--- src/hw/sdram_pkg.sv ---
`default_nettype none

package sdram_pkg;

    // ------------------------------
    // SDRAM commands
    // ------------------------------
    // Bit order is {cs_n, ras_n, cas_n, we_n}
    typedef enum logic [3:0] {
        CMD_DESL      = 4'b1111,    // Device deselect
        CMD_NOP       = 4'b0111,
        CMD_ACTIVE    = 4'b0011,    // Open a row
        CMD_READ      = 4'b0101,
        CMD_WRITE     = 4'b0100,
        CMD_PRECHARGE = 4'b0010,
        CMD_REFRESH   = 4'b0001,    // Auto refresh, cke high
        CMD_LMR       = 4'b0000     // Load mode register
    } sdram_cmd_t;

    // ------------------------------
    // Controller states
    // ------------------------------
    typedef enum logic [2:0] {
        ST_RESET,
        ST_INIT,            // Power-up sequence running
        ST_IDLE,            // All banks precharged
        ST_ROW_ACTIVE,      // Row open, waiting on tRCD
        ST_WRITE_A,         // Write with auto-precharge
        ST_READ_A,          // Read with auto-precharge
        ST_AUTO_REFRESH
    } ctrl_state_t;

    typedef enum logic [2:0] {
        INIT_IDLE,
        INIT_WAIT,          // Deselect wait after power-up
        INIT_PRECHARGE,
        INIT_AUTO_REF0,
        INIT_AUTO_REF1,
        INIT_SET_MODE_REG,
        INIT_DONE
    } init_state_t;

    localparam int CMD_CNT_W = 4;   // Longest spacing is tWR+tRP or CL+tRP

    // Default device timing, ns
    localparam int T_RP_NS  = 18;   // Precharge period
    localparam int T_RFC_NS = 60;   // Auto refresh period
    localparam int T_RCD_NS = 18;   // ACTIVE to READ/WRITE
    localparam int T_WR_NS  = 20;   // Write recovery
    localparam int C_MRD    = 3;    // LMR to next command, cycles

    // ns at a given clock in MHz, rounded up to whole cycles
    function automatic int ceil_div(input int ns, input int mhz);
        return (ns * mhz + 999) / 1000;
    endfunction

endpackage

`default_nettype wire

--- src/hw/sdram_fsm.sv ---
`timescale 1ns/1ps
`default_nettype none

module sdram_fsm
    import sdram_pkg::*;
#(
    parameter int CAW         = 9,
    parameter int RAW         = 12,
    parameter int DW          = 16,
    parameter int CAS_LATENCY = 2
) (
    input  logic            clk,
    input  logic            rst_n,
    input  logic            pend_read,
    input  logic            pend_write,
    input  logic            req_take,       // Request taken this cycle
    input  logic [1:0]      bank,
    input  logic [RAW-1:0]  row,
    input  logic [CAW-1:0]  col,
    input  logic [DW-1:0]   wdata,
    input  logic [DW/8-1:0] byteenable,
    input  logic            ir_zero,
    input  logic            cmd_done,
    output logic            ir_load_init,
    output logic            ir_load_refresh,
    output logic            cmd_load,
    output sdram_cmd_t      cmd_kind,
    output logic            read_issue,
    output logic            int_ready,
    output sdram_cmd_t      nxt_cmd,
    output logic [RAW-1:0]  nxt_addr,
    output logic [1:0]      nxt_ba,
    output logic [DW/8-1:0] nxt_dqm,
    output logic [DW-1:0]   nxt_dq,
    output logic            nxt_dq_en
);

    // Mode register: BL1, sequential, CL from parameter
    localparam logic [2:0] MR_BL = 3'b000;
    localparam logic       MR_BT = 1'b0;
    localparam logic [2:0] MR_CL = 3'(CAS_LATENCY);
    localparam logic       MR_WB = 1'b0;    // BL1 already gives single writes
    localparam logic [RAW-1:0] MODE_WORD = RAW'({MR_WB, 2'b00, MR_CL, MR_BT, MR_BL});

    ctrl_state_t state, state_n;
    init_state_t init_state, init_n;
    logic        pend;

    assign pend = pend_read | pend_write;

    always_ff @(posedge clk) begin
        if (!rst_n) begin
            state      <= ST_RESET;
            init_state <= INIT_IDLE;
        end else begin
            state      <= state_n;
            init_state <= init_n;
        end
    end

    // ------------------------------
    // Next state and command decode
    // ------------------------------
    always_comb begin
        state_n         = state;
        init_n          = init_state;
        nxt_cmd         = CMD_NOP;      // NOP fills every spacing gap
        nxt_addr        = '0;
        nxt_ba          = '0;
        nxt_dqm         = '0;
        nxt_dq          = '0;
        nxt_dq_en       = 1'b0;
        int_ready       = 1'b0;
        ir_load_init    = 1'b0;
        ir_load_refresh = 1'b0;
        case (state)
            ST_RESET: begin
                nxt_cmd      = CMD_DESL;
                ir_load_init = 1'b1;    // Start deselect wait
                state_n      = ST_INIT;
                init_n       = INIT_WAIT;
            end
            ST_INIT: begin
                case (init_state)
                    INIT_WAIT: begin
                        nxt_cmd = CMD_DESL;
                        if (ir_zero) begin
                            nxt_cmd      = CMD_PRECHARGE;
                            nxt_addr[10] = 1'b1;    // All banks
                            init_n       = INIT_PRECHARGE;
                        end
                    end
                    INIT_PRECHARGE: if (cmd_done) begin
                        nxt_cmd = CMD_REFRESH;
                        init_n  = INIT_AUTO_REF0;
                    end
                    INIT_AUTO_REF0: if (cmd_done) begin
                        nxt_cmd = CMD_REFRESH;
                        init_n  = INIT_AUTO_REF1;
                    end
                    INIT_AUTO_REF1: if (cmd_done) begin
                        nxt_cmd  = CMD_LMR;
                        nxt_addr = MODE_WORD;
                        init_n   = INIT_SET_MODE_REG;
                    end
                    INIT_SET_MODE_REG: if (cmd_done) init_n = INIT_DONE;   // tMRD over
                    INIT_DONE: begin
                        state_n         = ST_IDLE;
                        ir_load_refresh = 1'b1;     // First refresh interval
                    end
                    default: nxt_cmd = CMD_DESL;
                endcase
            end
            ST_IDLE: begin
                int_ready = ~req_take;          // Drop ready on a take
                if (ir_zero) begin              // Refresh wins over a request
                    nxt_cmd         = CMD_REFRESH;
                    ir_load_refresh = 1'b1;
                    int_ready       = 1'b0;
                    state_n         = ST_AUTO_REFRESH;
                end else if (pend) begin
                    nxt_cmd   = CMD_ACTIVE;
                    nxt_ba    = bank;
                    nxt_addr  = row;
                    int_ready = 1'b0;
                    state_n   = ST_ROW_ACTIVE;
                end
            end
            ST_ROW_ACTIVE: if (cmd_done) begin
                nxt_ba                = bank;
                nxt_addr[CAW-1:0]     = col;
                nxt_addr[10]          = 1'b1;   // Auto-precharge
                nxt_dqm               = ~byteenable;
                if (pend_write) begin
                    nxt_cmd   = CMD_WRITE;
                    nxt_dq    = wdata;
                    nxt_dq_en = 1'b1;
                    state_n   = ST_WRITE_A;
                end else if (pend_read) begin
                    nxt_cmd = CMD_READ;
                    state_n = ST_READ_A;
                end
            end
            ST_WRITE_A, ST_READ_A: if (cmd_done) begin
                int_ready = 1'b1;               // Access done, bank precharged
                state_n   = ST_IDLE;
            end
            ST_AUTO_REFRESH: if (cmd_done) begin
                if (pend) begin                 // Request arrived during refresh
                    nxt_cmd  = CMD_ACTIVE;
                    nxt_ba   = bank;
                    nxt_addr = row;
                    state_n  = ST_ROW_ACTIVE;
                end else begin
                    int_ready = 1'b1;
                    state_n   = ST_IDLE;
                end
            end
            default: state_n = ST_RESET;
        endcase
    end

    assign cmd_load   = (nxt_cmd != CMD_NOP) && (nxt_cmd != CMD_DESL);
    assign cmd_kind   = nxt_cmd;
    assign read_issue = (nxt_cmd == CMD_READ);

    a_state_legal: assert property (@(posedge clk) disable iff (!rst_n)
        state inside {ST_RESET, ST_INIT, ST_IDLE, ST_ROW_ACTIVE,
                      ST_WRITE_A, ST_READ_A, ST_AUTO_REFRESH});

    // Column commands only once tRCD has run out in the timer
    a_col_after_rcd: assert property (@(posedge clk) disable iff (!rst_n)
        (nxt_cmd inside {CMD_READ, CMD_WRITE}) |-> (state == ST_ROW_ACTIVE && cmd_done));

endmodule

`default_nettype wire

--- config.mk ---
export PLATFORM = sky130hd
export DESIGN_NAME = sdram_fsm
export DESIGN_NICKNAME = d
export VERILOG_FILES = /design/src/hw/sdram_pkg.sv /design/src/hw/sdram_fsm.sv
export SDC_FILE = /design/constraint.sdc
export NUM_CORES = 1
export LEC_CHECK = 0
export ABC_CLOCK_PERIOD_IN_PS = 1700
export BUFFER_PORTS_ARGS = -buffer_cell sky130_fd_sc_hd__clkbuf_2
export CORE_MARGIN = 3
export CORE_UTILIZATION = 37
export DETAILED_ROUTE_END_ITERATION = 8
export GPL_ROUTABILITY_DRIVEN = 1
export PLACE_DENSITY = 0.81
export RECOVER_POWER = 50
export SLEW_MARGIN = 20
export SYNTH_ARGS = -nofsm -noshare
export SYNTH_HDL_FRONTEND = slang
export SYNTH_SLANG_ARGS = --single-unit
--- constraint.sdc ---
create_clock -name clk -period 1.7 [get_ports clk]
set_clock_uncertainty 0.2 [all_clocks]
set_input_delay 0.085 -clock clk [delete_from_list [all_inputs] [get_ports clk]]
set_output_delay 0.085 -clock clk [all_outputs]
set_load 0.005 [all_outputs]
# After elaboration in Yosys (flattened, before gate mapping)

Index checks and enable logic that the tools add are counted.

Bits in registers: 6
Input port bits: 48

Equal/unequal tests: 27
Muxes and demuxes: 63
Bitwise logic cells: 3
Reductions and logical operators: 8

Operators with widths:

| operator           | count |
|---|---|
| $mux 3             | 17 |
| $mux 16            | 3 |
| $mux 12            | 3 |
| $pmux 9 s4         | 1 |
| $ne 3x3->1 const B | 7 |
| $pmux 4 s5         | 1 |
| $eq 3x3->1 const B | 6 |
| $mux 2             | 9 |
| $pmux 3 s6         | 1 |
| $pmux 4 s4         | 1 |
| $pmux 3 s5         | 1 |
| $mux 1             | 13 |
| $eq 3x2->1 const B | 4 |
| $mux 6             | 2 |
| $mux 9             | 1 |
| $pmux 1 s3         | 3 |
| $mux 4             | 2 |
| $reduce_and 7->1   | 1 |
| $eq 3x1->1 const B | 2 |
| $ne 2x2->1 const B | 3 |
| $ne 6x1->1 const B | 1 |
| $pmux 2 s3         | 1 |
| $pmux 3 s2         | 1 |
| $reduce_and 6->1   | 1 |
| other kinds (13)   | 16 |

# Depth between registers and ports, before layout

Gate-level depths: netlist (run 1).

Depth after elaboration: 6
Depth in mapped cells: 6
Depth with buffers taken out: 5

# Least setup slack after synthesis (run 1)

OpenSTA, ideal clock, no wires.

Kind: flip-flop to output port
Start: register init_state[0]
End: output port read_issue
Arrival time: 1.297 ns
Setup slack: 0.118 ns
Cell stages (with the launch flop): 6
Cells stage by stage: dfxtp_1 -> buf_4 -> and2b_1 -> o21ai_1 -> a311o_2 -> a211oi_2

Longest elaborated chain between the ends: 5

Ends and longest elaborated chain:

| what                                     | line             | text |
|---|---|---|
| from (decl)                              | sdram_fsm.sv:46  | `init_state_t init_state, init_n;` |
| from (signal assigned)                   | sdram_fsm.sv:57  | `init_state <= init_n;` |
| $eq 3x3->1 or $eq 3x2->1 (tied branches) | sdram_fsm.sv:84  | `case (init_state)` |
| $reduce_or 2->1 (no source line)         | --               |  |
| $pmux 4 s4 (*)                           | sdram_fsm.sv:84  |  |
| $pmux 4 s5 (*)                           | sdram_fsm.sv:76  | `case (state)` |
| net cmd_kind[1]                          | sdram_fsm.sv:27  | `output sdram_cmd_t cmd_kind,` |
| $eq 4x3->1 (*)                           | sdram_fsm.sv:165 | `assign read_issue = (nxt_cmd == CMD_READ);` |
| to (decl)                                | sdram_fsm.sv:28  | `output logic read_issue,` |

The timed path passes the listed nets; every way through them passes the cells marked *.

# Worst setup path after layout (run 1)

Start: register state[1]
End: output port read_issue

Longest elaborated chain between the ends: 3

Ends and longest elaborated chain:

| what                                     | line             | text |
|---|---|---|
| from (decl)                              | sdram_fsm.sv:45  | `ctrl_state_t state, state_n;` |
| from (signal assigned)                   | sdram_fsm.sv:56  | `state <= state_n;` |
| $eq 3x3->1, or another cell as far along | sdram_fsm.sv:76  |  |
| $pmux 4 s5 (*)                           | sdram_fsm.sv:76  |  |
| $eq 4x3->1 (*)                           | sdram_fsm.sv:165 |  |

Mark *: on every way between the ends. The rest lies on a longest branch, timed or not.

==> out/results.ini, run 1 <==
[cells_and_area]
finalNetCount = 295
fillers = 191
multi_input_area_um2 = 887
antenna_cells = 0
area_growth_pct = 82.9
seq_area_um2 = 131
drive_gt1_share_pct = 64.9

[worst_setup_path]
slowest_stage = dfxtp_2
worstSetupStartpointType = flop
crit_family = simple AND/OR/NAND/NOR gates
crit_type = reg2out
path_cells = buf_6 > and4b_1 > and2_4 > or2_4 > a211oi_2 > buf_2
worstPathMaxFanout = 4
arrival_ns = 1.64
worst_path_largest_cell_delay_ns = 0.33
critical_path_required_ns = 1.41
path_buf_inv = 2
crit_path_end_kind = output pin

[synth]
synth-seq-area-share_pct = 11.9
synth_xor_area_share_pct = 0.868
synth_edf_count = 0
synth_mux_area_share_pct = 2.11
yosys_most_used_dff = dfxtp_1
synth_top_family_by_area = simple AND/OR/NAND/NOR gates
synth_top_area_share_pct = 11.9
synth-simple-area-share_pct = 37.3
avgSynthCellArea_um2 = 7.20
synth_top_area_cell = dfxtp_1
syn_inst = 140
ys_top_cells_by_area = dfxtp_1 12%, and3_1 9.9%, a22o_1 7.8%, buf_4 5.2%, nand3b_1 3.7%
async_reset_ff_share_pct = 0
syn_nets = 188
synth_cell_types = 52
netlist_area_mm2 = 0.00101
synth_seq_cells = 6
synth-compound-area-share_pct = 34.7
synth_fa_ha_area_share_pct = 0
synth_warnings = 0

[floorplan]
die-area_mm2 = 0.00339
initial_core_util_pct = 39.6
ioPinCount = 94
core_mm2 = 0.00254
fp.dieW_um = 58.2
placement_rows = 18
die_h_um = 58.2

[placement]
routabilityCongestion = 0.888
dp_hpwl_um = 2930
numPortBuffers = 93

[routing]
vias = 1555
postRouteAntennaNets = 0
routed_via_density = 5.65
wirelength_um = 4340
drt_iter0_markers = 160
drc = 0
wire_per_inst_um = 15.8
drt_pre_antenna_iters = 4

[global_route]
grt_usage_pct = 20.9
grt_overflow = 0
grt_pass1_vias = 1270
antenna_found_initial = 0
grt_max_degree = 29
grt_pass1_wl_um = 5730

[worst_hold_path]
hold_path_class = in2reg

[run_status]
status = complete, but fails checks
violations = negative setup slack

[sta]
layout_min_cycle_time_ns = 1.92
max_freq_mhz = 520
timing.setup.tns_ns = -3.12
finalCritPeriodShare_pct = 113
max-slew-margin-rel_pct = 76.9
hold_viol_final = 0
hold-worst-slack_ns = 0.162
final.setup.worst_slack_ns = -0.222
worst_pin_slew_ns = 0.346
grt_setup_unrepaired = yes
report.final.slew_viol_count = 0
setup-violations-final = 40

[clock_tree]
cts_max_level = 1
cts_tree = done
cts.sinks = 6
clock_latency_ns = 0.25
clk_pin_slew_ns = 0.05
cts_buffer_depth = 2
cts_buffers = 3
cts_root_buf = clkbuf_4

[power_and_ir_drop]
power_density_mw_per_mm2 = 417
peakVddDrop_mv = 0.447
finalPower_mw = 0.769
p_leak_nw = 1.01

[flow_run]
max_cap_viol_count = 0

[stage by stage]
stage	area, um^2	setup WS (ns)	utilization [%]	instances
2_1_floorplan	1010	0.118	-	140
3_3_place_gp	1530	0.0138	60.3	262
3_5_place_dp	1530	-0.0511	60.3	262
4_1_cts	1680	-0.191	65.8	271
5_1_grt	1840	-0.293	72.5	275
6_report	1840	-0.222	72.5	275
[registers in the layout (all words and copies together) (netlist names)]
register,count
state,3
init_state,3
[final cells by class]
cell class,count,area share [%]
multi-input combinational,110,48.1
timing repair buffer,121,40.5
sequential,6,7.12
tap,30,2.04
clock buffer,3,1.22
inverter,5,1.02
[Yosys cell counts, types with 3 or more instances]
library cell,instances
a21oi_1,4
a22o_1,9
and3_1,16
buf_2,6
buf_4,7
clkbuf_1,4
dfxtp_1,6
inv_1,4
nand2_1,8
nand3_1,3
nand3b_1,5
nor2_1,5
nor2b_1,4
nor3_1,5
o211ai_1,5
o21a_1,3
o21ai_0,4
[final timing paths]
check                           depth (start not counted)  slack [ns]     startpoint            end
worst max register to register                          7       -0.03       state[1]       state[1]
worst max-delay path                                    6       -0.22       state[1]     read_issue
worst min register to register                          2        0.50  init_state[0]  init_state[0]
worst min-delay path                                    3        0.16        ir_zero       state[2]
[cell usage in the layout (no fill, tap or decap), types with 3 or more instances in the layout]
| cell type | n |
|---|---|
| clkbuf_2 | 83 |
| and3_1 | 16 |
| buf_4 | 16 |
| buf_6 | 13 |
| a22o_1 | 9 |
| nand2_1 | 7 |
| buf_2 | 7 |
| nand3b_1 | 5 |
| o211ai_1 | 5 |
| nor3_1 | 4 |
| nor2_1 | 3 |
| o21ai_0 | 3 |
| o21a_1 | 3 |
| inv_1 | 3 |
| and2_4 | 3 |
| nor2b_1 | 3 |
| clkbuf_4 | 3 |
| dfxtp_2 | 3 |
[logic make-up (layout without fill, tap and decap cells)]
logic type / Yosys count / in the layout
multiplexers: 2 / 2
XOR/XNOR: 1 / 1
flip-flops: 6 / 6
AO/OA/AOI/OAI: 46 / 46
AND/OR/NAND/NOR: 61 / 61
buffers and inverters: 24 / 129
[power breakdown]
part           switching, mW  internal (mW)  total (mW)
clock network         0.0524         0.0799       0.132
registers             0.0299          0.158       0.188
logic                  0.205          0.243       0.449
total                  0.288          0.481       0.769
[what timing repair did]
| action | CTS | global route |
|---|---|---|
| setup buffers | 5 | 4 |
| endpoints found under the hold margin | 4 | 0 |
| resized for setup | 23 | 40 |
| pin swaps | 11 | 9 |
| setup endpoints to repair | 42 | 47 |
| hold buffers | 1 | 0 |
[layer usage]
metal	routed length (um)	vias to the layer above	track usage (%)
met1	1700	728	27.8
li1	-	739	-
met5	0	-	0
met3	318	6	4.01
met2	2290	82	35.8
met4	27	0	2.98
[worst min-delay path, cell delays in order]
cell and delay (ns):
clkbuf_2 0.19, o211ai_1 0.21, o22ai_1 0.07
No activity file was read; power rests on OpenSTA's default activity.
==> run 2: changes to the inputs <==
Settings changed: ABC_CLOCK_PERIOD_IN_PS 1700 to 1800, CELL_PAD_IN_SITES_DETAIL_PLACEMENT set to 1, CELL_PAD_IN_SITES_GLOBAL_PLACEMENT set to 1, CORE_UTILIZATION 37 to 23, PLACE_DENSITY 0.81 to unset, PLACE_DENSITY_LB_ADDON set to 0.1, SLEW_MARGIN 20 to unset.
Clock period 1.7 ns to 1.8 ns, I/O delays scaled along.
==> run 2 against run 1 <==
  * The run still ends with negative setup slack left
  * First-iteration DRC count decreased by 87%
  * Clock-buffer cell count unchanged
  * Worst setup slack improved by 0.13 ns
  * Critical path depth unchanged
  * Largest cell class unchanged
  * Highest routed layer unchanged
==> out/results.ini, run 2 (synthesis results as in run 1) <==
[sta]
layout_min_cycle_time_ns = 1.89
finalCritPeriodShare_pct = 105
final.setup.worst_slack_ns = -0.0914
setup-violations-final = 4
hold_viol_final = 0
max_freq_mhz = 529
max-slew-margin-rel_pct = 76.5
report.final.slew_viol_count = 0
worst_pin_slew_ns = 0.351
grt_setup_unrepaired = yes
timing.setup.tns_ns = -0.231

[clock_tree]
cts_root_buf = clkbuf_8
cts.sinks = 6
cts_tree = done
clock_latency_ns = 0.22
clk_pin_slew_ns = 0.04
cts_max_level = 1
cts_buffers = 3
cts_buffer_depth = 2

[routing]
drt_iter0_markers = 21
routed_via_density = 5.19
drt_pre_antenna_iters = 4
vias = 1515
wire_per_inst_um = 16.7
postRouteAntennaNets = 0
drc = 0
wirelength_um = 4870

[global_route]
globalRoute.busiestLayer = met2
grt_pass1_wl_um = 7680
use_met3_pct = 2.49
antenna_found_initial = 0
grt_max_degree = 29
grt_overflow = 0
grt_pass1_vias = 1519
grt_usage_pct = 18.2
grt_use_met2_pct = 33.7
use_met1_pct = 22.0

[placement]
dpl.cell_count = 285
numPortBuffers = 93
dp_hpwl_um = 3920
routabilityCongestion = 0.758
post_dp_cell_area_mm2 = 0.00158

[floorplan]
core_mm2 = 0.00412
ioPinCount = 94
fp.dieW_um = 72.2
die_h_um = 72.2
placement_rows = 23
die-area_mm2 = 0.00522
initial_core_util_pct = 24.5

[worst_setup_path]
r2r_slack_ns = 0.23
critical_path_required_ns = 1.51
worstSetupStartpointType = flop
arrival_ns = 1.60
crit_path_end_kind = output pin
worstPathMaxFanout = 6
crit_type = reg2out

[power_and_ir_drop]
switching_share_pct = 35.1
power_density_mw_per_mm2 = 444
p_seq_share_pct = 21.6
peakVddDrop_mv = 0.442
finalPower_mw = 0.795
p_switching_mw = 0.279
p_int_mw = 0.516
p_leak_nw = 0.978
clkPwrFrac_pct = 25.7
combinationalPowerShare_pct = 52.7

[cells_and_area]
drive_gt1_share_pct = 59.9
finalNetCount = 292
layout_commonest_cell = clkbuf_2
final_area_mm2 = 0.00179
antenna_cells = 0
final_cells = 292
final_cell_mix = 81 x clkbuf_2, 18 x buf_4, 16 x and3_1, 9 x a22o_1, 9 x buf_2
top_regs = init_state (3), state (3)
utilization_pct = 43.5
area_growth_pct = 77.5

[flow_run]
max_cap_viol_count = 0

[run_status]
status = complete, but fails checks
violations = negative setup slack

[worst_hold_path]
hold_path_class = in2reg

run 2: changes by cell type in the layout (fill, tap and decap cells not counted), sizes merged:
cell,change
clkbuf,-1
buf,-2
run 2: path summary, 6_finish.rpt:
path | startpoint | endpoint | depth (start not counted)
setup / recovery | state[1] | read_issue | 6
hold / removal | cmd_done | state[2] | 4
setup reg to reg | state[1] | state[1] | 5
hold reg to reg | init_state[0] | init_state[0] | 2
run 2: power groups by stage:
stage | Sequential (mW) | Combinational (mW) | Clock, mW
after detailed placement | 0.167 | 0.374 | 0
final | 0.172 | 0.419 | 0.204
after global placement | 0.167 | 0.364 | 0
after global routing | 0.175 | 0.458 | 0.212
after CTS | 0.166 | 0.383 | 0.206
after floorplan | 0.152 | 0.221 | 0
run 2: layout make-up:
type,count,area (um^2)
Fill cell,534,2320
Multi-Input combinational cell,110,832
Timing Repair Buffer,118,698
Sequential cell,6,138
Tap cell,50,62.6
Clock buffer,3,41.3
Inverter,5,18.8
run 2: routing by layer:
metal  share of wire, %  routed length, um
met1                 41               1980
met2                 51               2500
met3                7.0                343
met4                1.0                 49
met5                  0                  0
run 2: metrics by stage:
stage	hold WS, ns	setup WS (ns)
global route	0.167	-0.158
global placement	0.200	0.0718
finish	0.120	-0.0914
floorplan	0.0165	0.213
CTS	0.107	-0.0741
detailed placement	0.203	-0.0147
run 2: timing repair:
action / in CTS / in global routing
hold buffers: 1 / 0
hold endpoints to repair: 1 / 0
setup endpoints to repair: 40 / 41
buffers inserted: 3 / 3
pin swaps: 7 / 8
gates resized for setup: 15 / 27
run 2: critical path, cell delays in order, from the launching register on:
cell and delay [ns]:
dfxtp_4 0.35, and4b_1 0.22, and2_4 0.14, or2_4 0.25, buf_6 0.11, a211oi_2 0.17
buf_2 0.14
==> run 3: changes to the inputs <==
Settings changed: HOLD_SLACK_MARGIN set to 0.15.
==> run 3 against run 2 <==
  * The run still ends with negative setup slack left
  * Combinational power is essentially flat
  * Clock power is essentially flat
  * Worst hold slack gained 0.078 ns
  * Design area grew 1.6%
  * Utilization grew 0.70 points
  * Flip-flop and latch count is the same
  * Power grew 0.10%
  * Largest cell class unchanged
  * Final cell count grew 0.68%
  * Largest power group unchanged
  * Critical endpoint unchanged
  * Clock-buffer cell count is the same
  * Critical path depth is the same
==> out/results.ini, run 3 (synthesis results as in run 1) <==
[sta]
report.final.slew_viol_count = 0
hold_viol_final = 0
final.setup.worst_slack_ns = -0.0908
worst_pin_slew_ns = 0.342
grt_setup_unrepaired = yes
setup-violations-final = 4
max_freq_mhz = 529
finalCritPeriodShare_pct = 105
max-slew-margin-rel_pct = 77.1
layout_min_cycle_time_ns = 1.89

[power_and_ir_drop]
combinationalPowerShare_pct = 52.9
p_switching_mw = 0.279
peakVddDrop_mv = 0.441
clkPwrFrac_pct = 25.5
p_int_mw = 0.517
switching_share_pct = 35.1
power_density_mw_per_mm2 = 438
p_leak_nw = 0.983
p_seq_share_pct = 21.6

[floorplan]
die_h_um = 72.2
die-area_mm2 = 0.00522
initial_core_util_pct = 24.5
fp.dieW_um = 72.2
placement_rows = 23
core_mm2 = 0.00412
ioPinCount = 94

[global_route]
grt_overflow = 0
grt_max_degree = 29
antenna_found_initial = 0
grt_pass1_vias = 1535
grt_pass1_wl_um = 7760
grt_usage_pct = 18.4

[cells_and_area]
antenna_cells = 0
utilization_pct = 44.2
final_cell_mix = 81 x clkbuf_2, 18 x buf_4, 16 x and3_1, 9 x a22o_1, 9 x buf_2
final_cells = 294
finalNetCount = 294
top_regs = init_state (3), state (3)
area_growth_pct = 80.4
layout_commonest_cell = clkbuf_2
drive_gt1_share_pct = 60.2

[worst_setup_path]
timing.rr.end = state[2]
reg2reg_depth = 5
worstPathMaxFanout = 6
arrival_ns = 1.60
worstSetupStartpointType = flop
r2r_slack_ns = 0.07
reg2reg_from = state[0]
crit_path_end_kind = output pin
critical_path_required_ns = 1.51
crit_type = reg2out

[placement]
numPortBuffers = 93
routabilityCongestion = 0.758
dpl.cell_count = 285
dp_hpwl_um = 3920

[run_status]
status = complete, but fails checks
violations = negative setup slack

[routing]
wire_per_inst_um = 17.0
drt_iter0_markers = 17
vias = 1508
drc = 0
routed_via_density = 5.13
drt_pre_antenna_iters = 4
wirelength_um = 4990
postRouteAntennaNets = 0

[worst_hold_path]
hold_path_class = in2out
hold_depth = 3
holdPathEnd = nxt_dqm[1]
hp-start = byteenable[1]

[clock_tree]
cts_tree = done
cts_buffers = 3
clk_pin_slew_ns = 0.04
cts_root_buf = clkbuf_8
cts_buffer_depth = 2
cts_max_level = 1
clock_latency_ns = 0.22
cts.sinks = 6

[flow_run]
max_cap_viol_count = 0

==> run 3: changes by cell type in the layout (fill, tap and decap cells not counted), sizes merged <==
| cell | change |
|---|---|
| dlygate4sd3 | +2 |
==> run 3: critical path, cell delays in order (launching register included) <==
cell	delay, ns
dfxtp_4	0.35
and4b_1	0.22
and2_4	0.14
or2_4	0.25
buf_6	0.11
a211oi_2	0.17
buf_2	0.14
==> run 3: worst max-delay path by stage <==
stage | start | endpoint | slack, ns | cells past startpoint
2_1_floorplan | init_state[0] | read_issue | 0.21 | 5
6_report | state[1] | read_issue | -0.09 | 6
3_3_place_gp | state[1] | cmd_load | 0.07 | 5
3_5_place_dp | state[1] | cmd_load | -0.01 | 5
5_1_grt | state[2] | read_issue | -0.16 | 6
4_1_cts | state[2] | read_issue | -0.07 | 6
==> run 3: layout make-up <==
type / instances / area, um^2
Fill cell: 534 / 2300
Multi-Input combinational cell: 110 / 841
Timing Repair Buffer: 120 / 718
Sequential cell: 6 / 138
Tap cell: 50 / 62.6
Clock buffer: 3 / 41.3
Inverter: 5 / 18.8
==> run 3: power by group through the flow <==
stage               registers (mW)  logic (mW)  clock network (mW)
floorplan                    0.152       0.221                   0
global placement             0.167       0.364                   0
detailed placement           0.167       0.374                   0
CTS                          0.166       0.383               0.206
global route                 0.175       0.462               0.212
finish                       0.172       0.421               0.203
==> run 3: per-stage QoR <==
step | setup WS, ns | power [mW] | cell area, um^2 | setup TNS, ns | hold WS, ns
floorplan | 0.213 | 0.373 | 1010 | 0 | 0.0165
finish | -0.0908 | 0.796 | 1820 | -0.231 | 0.198
global route | -0.158 | 0.848 | 1820 | -1.61 | 0.213
detailed placement | -0.0147 | 0.541 | 1580 | -0.0316 | 0.203
global placement | 0.0718 | 0.532 | 1580 | 0 | 0.200
CTS | -0.0741 | 0.754 | 1720 | -0.252 | 0.204
==> run 3: what timing repair did <==
item	4_1_cts	5_1_grt
hold buffers	3	0
resized for setup	15	29
hold endpoints to repair	6	0
buffers inserted	3	3
pin swaps	7	8
setup endpoints to repair	40	42
==> run 3: per-layer routing <==
metal	wire length [um]	part of all wire (%)	track usage, %
met5	0	0	0
met4	49	0.98	3.97
met3	320	6.4	2.49
met2	2570	52	33.9
met1	2050	41	22.4
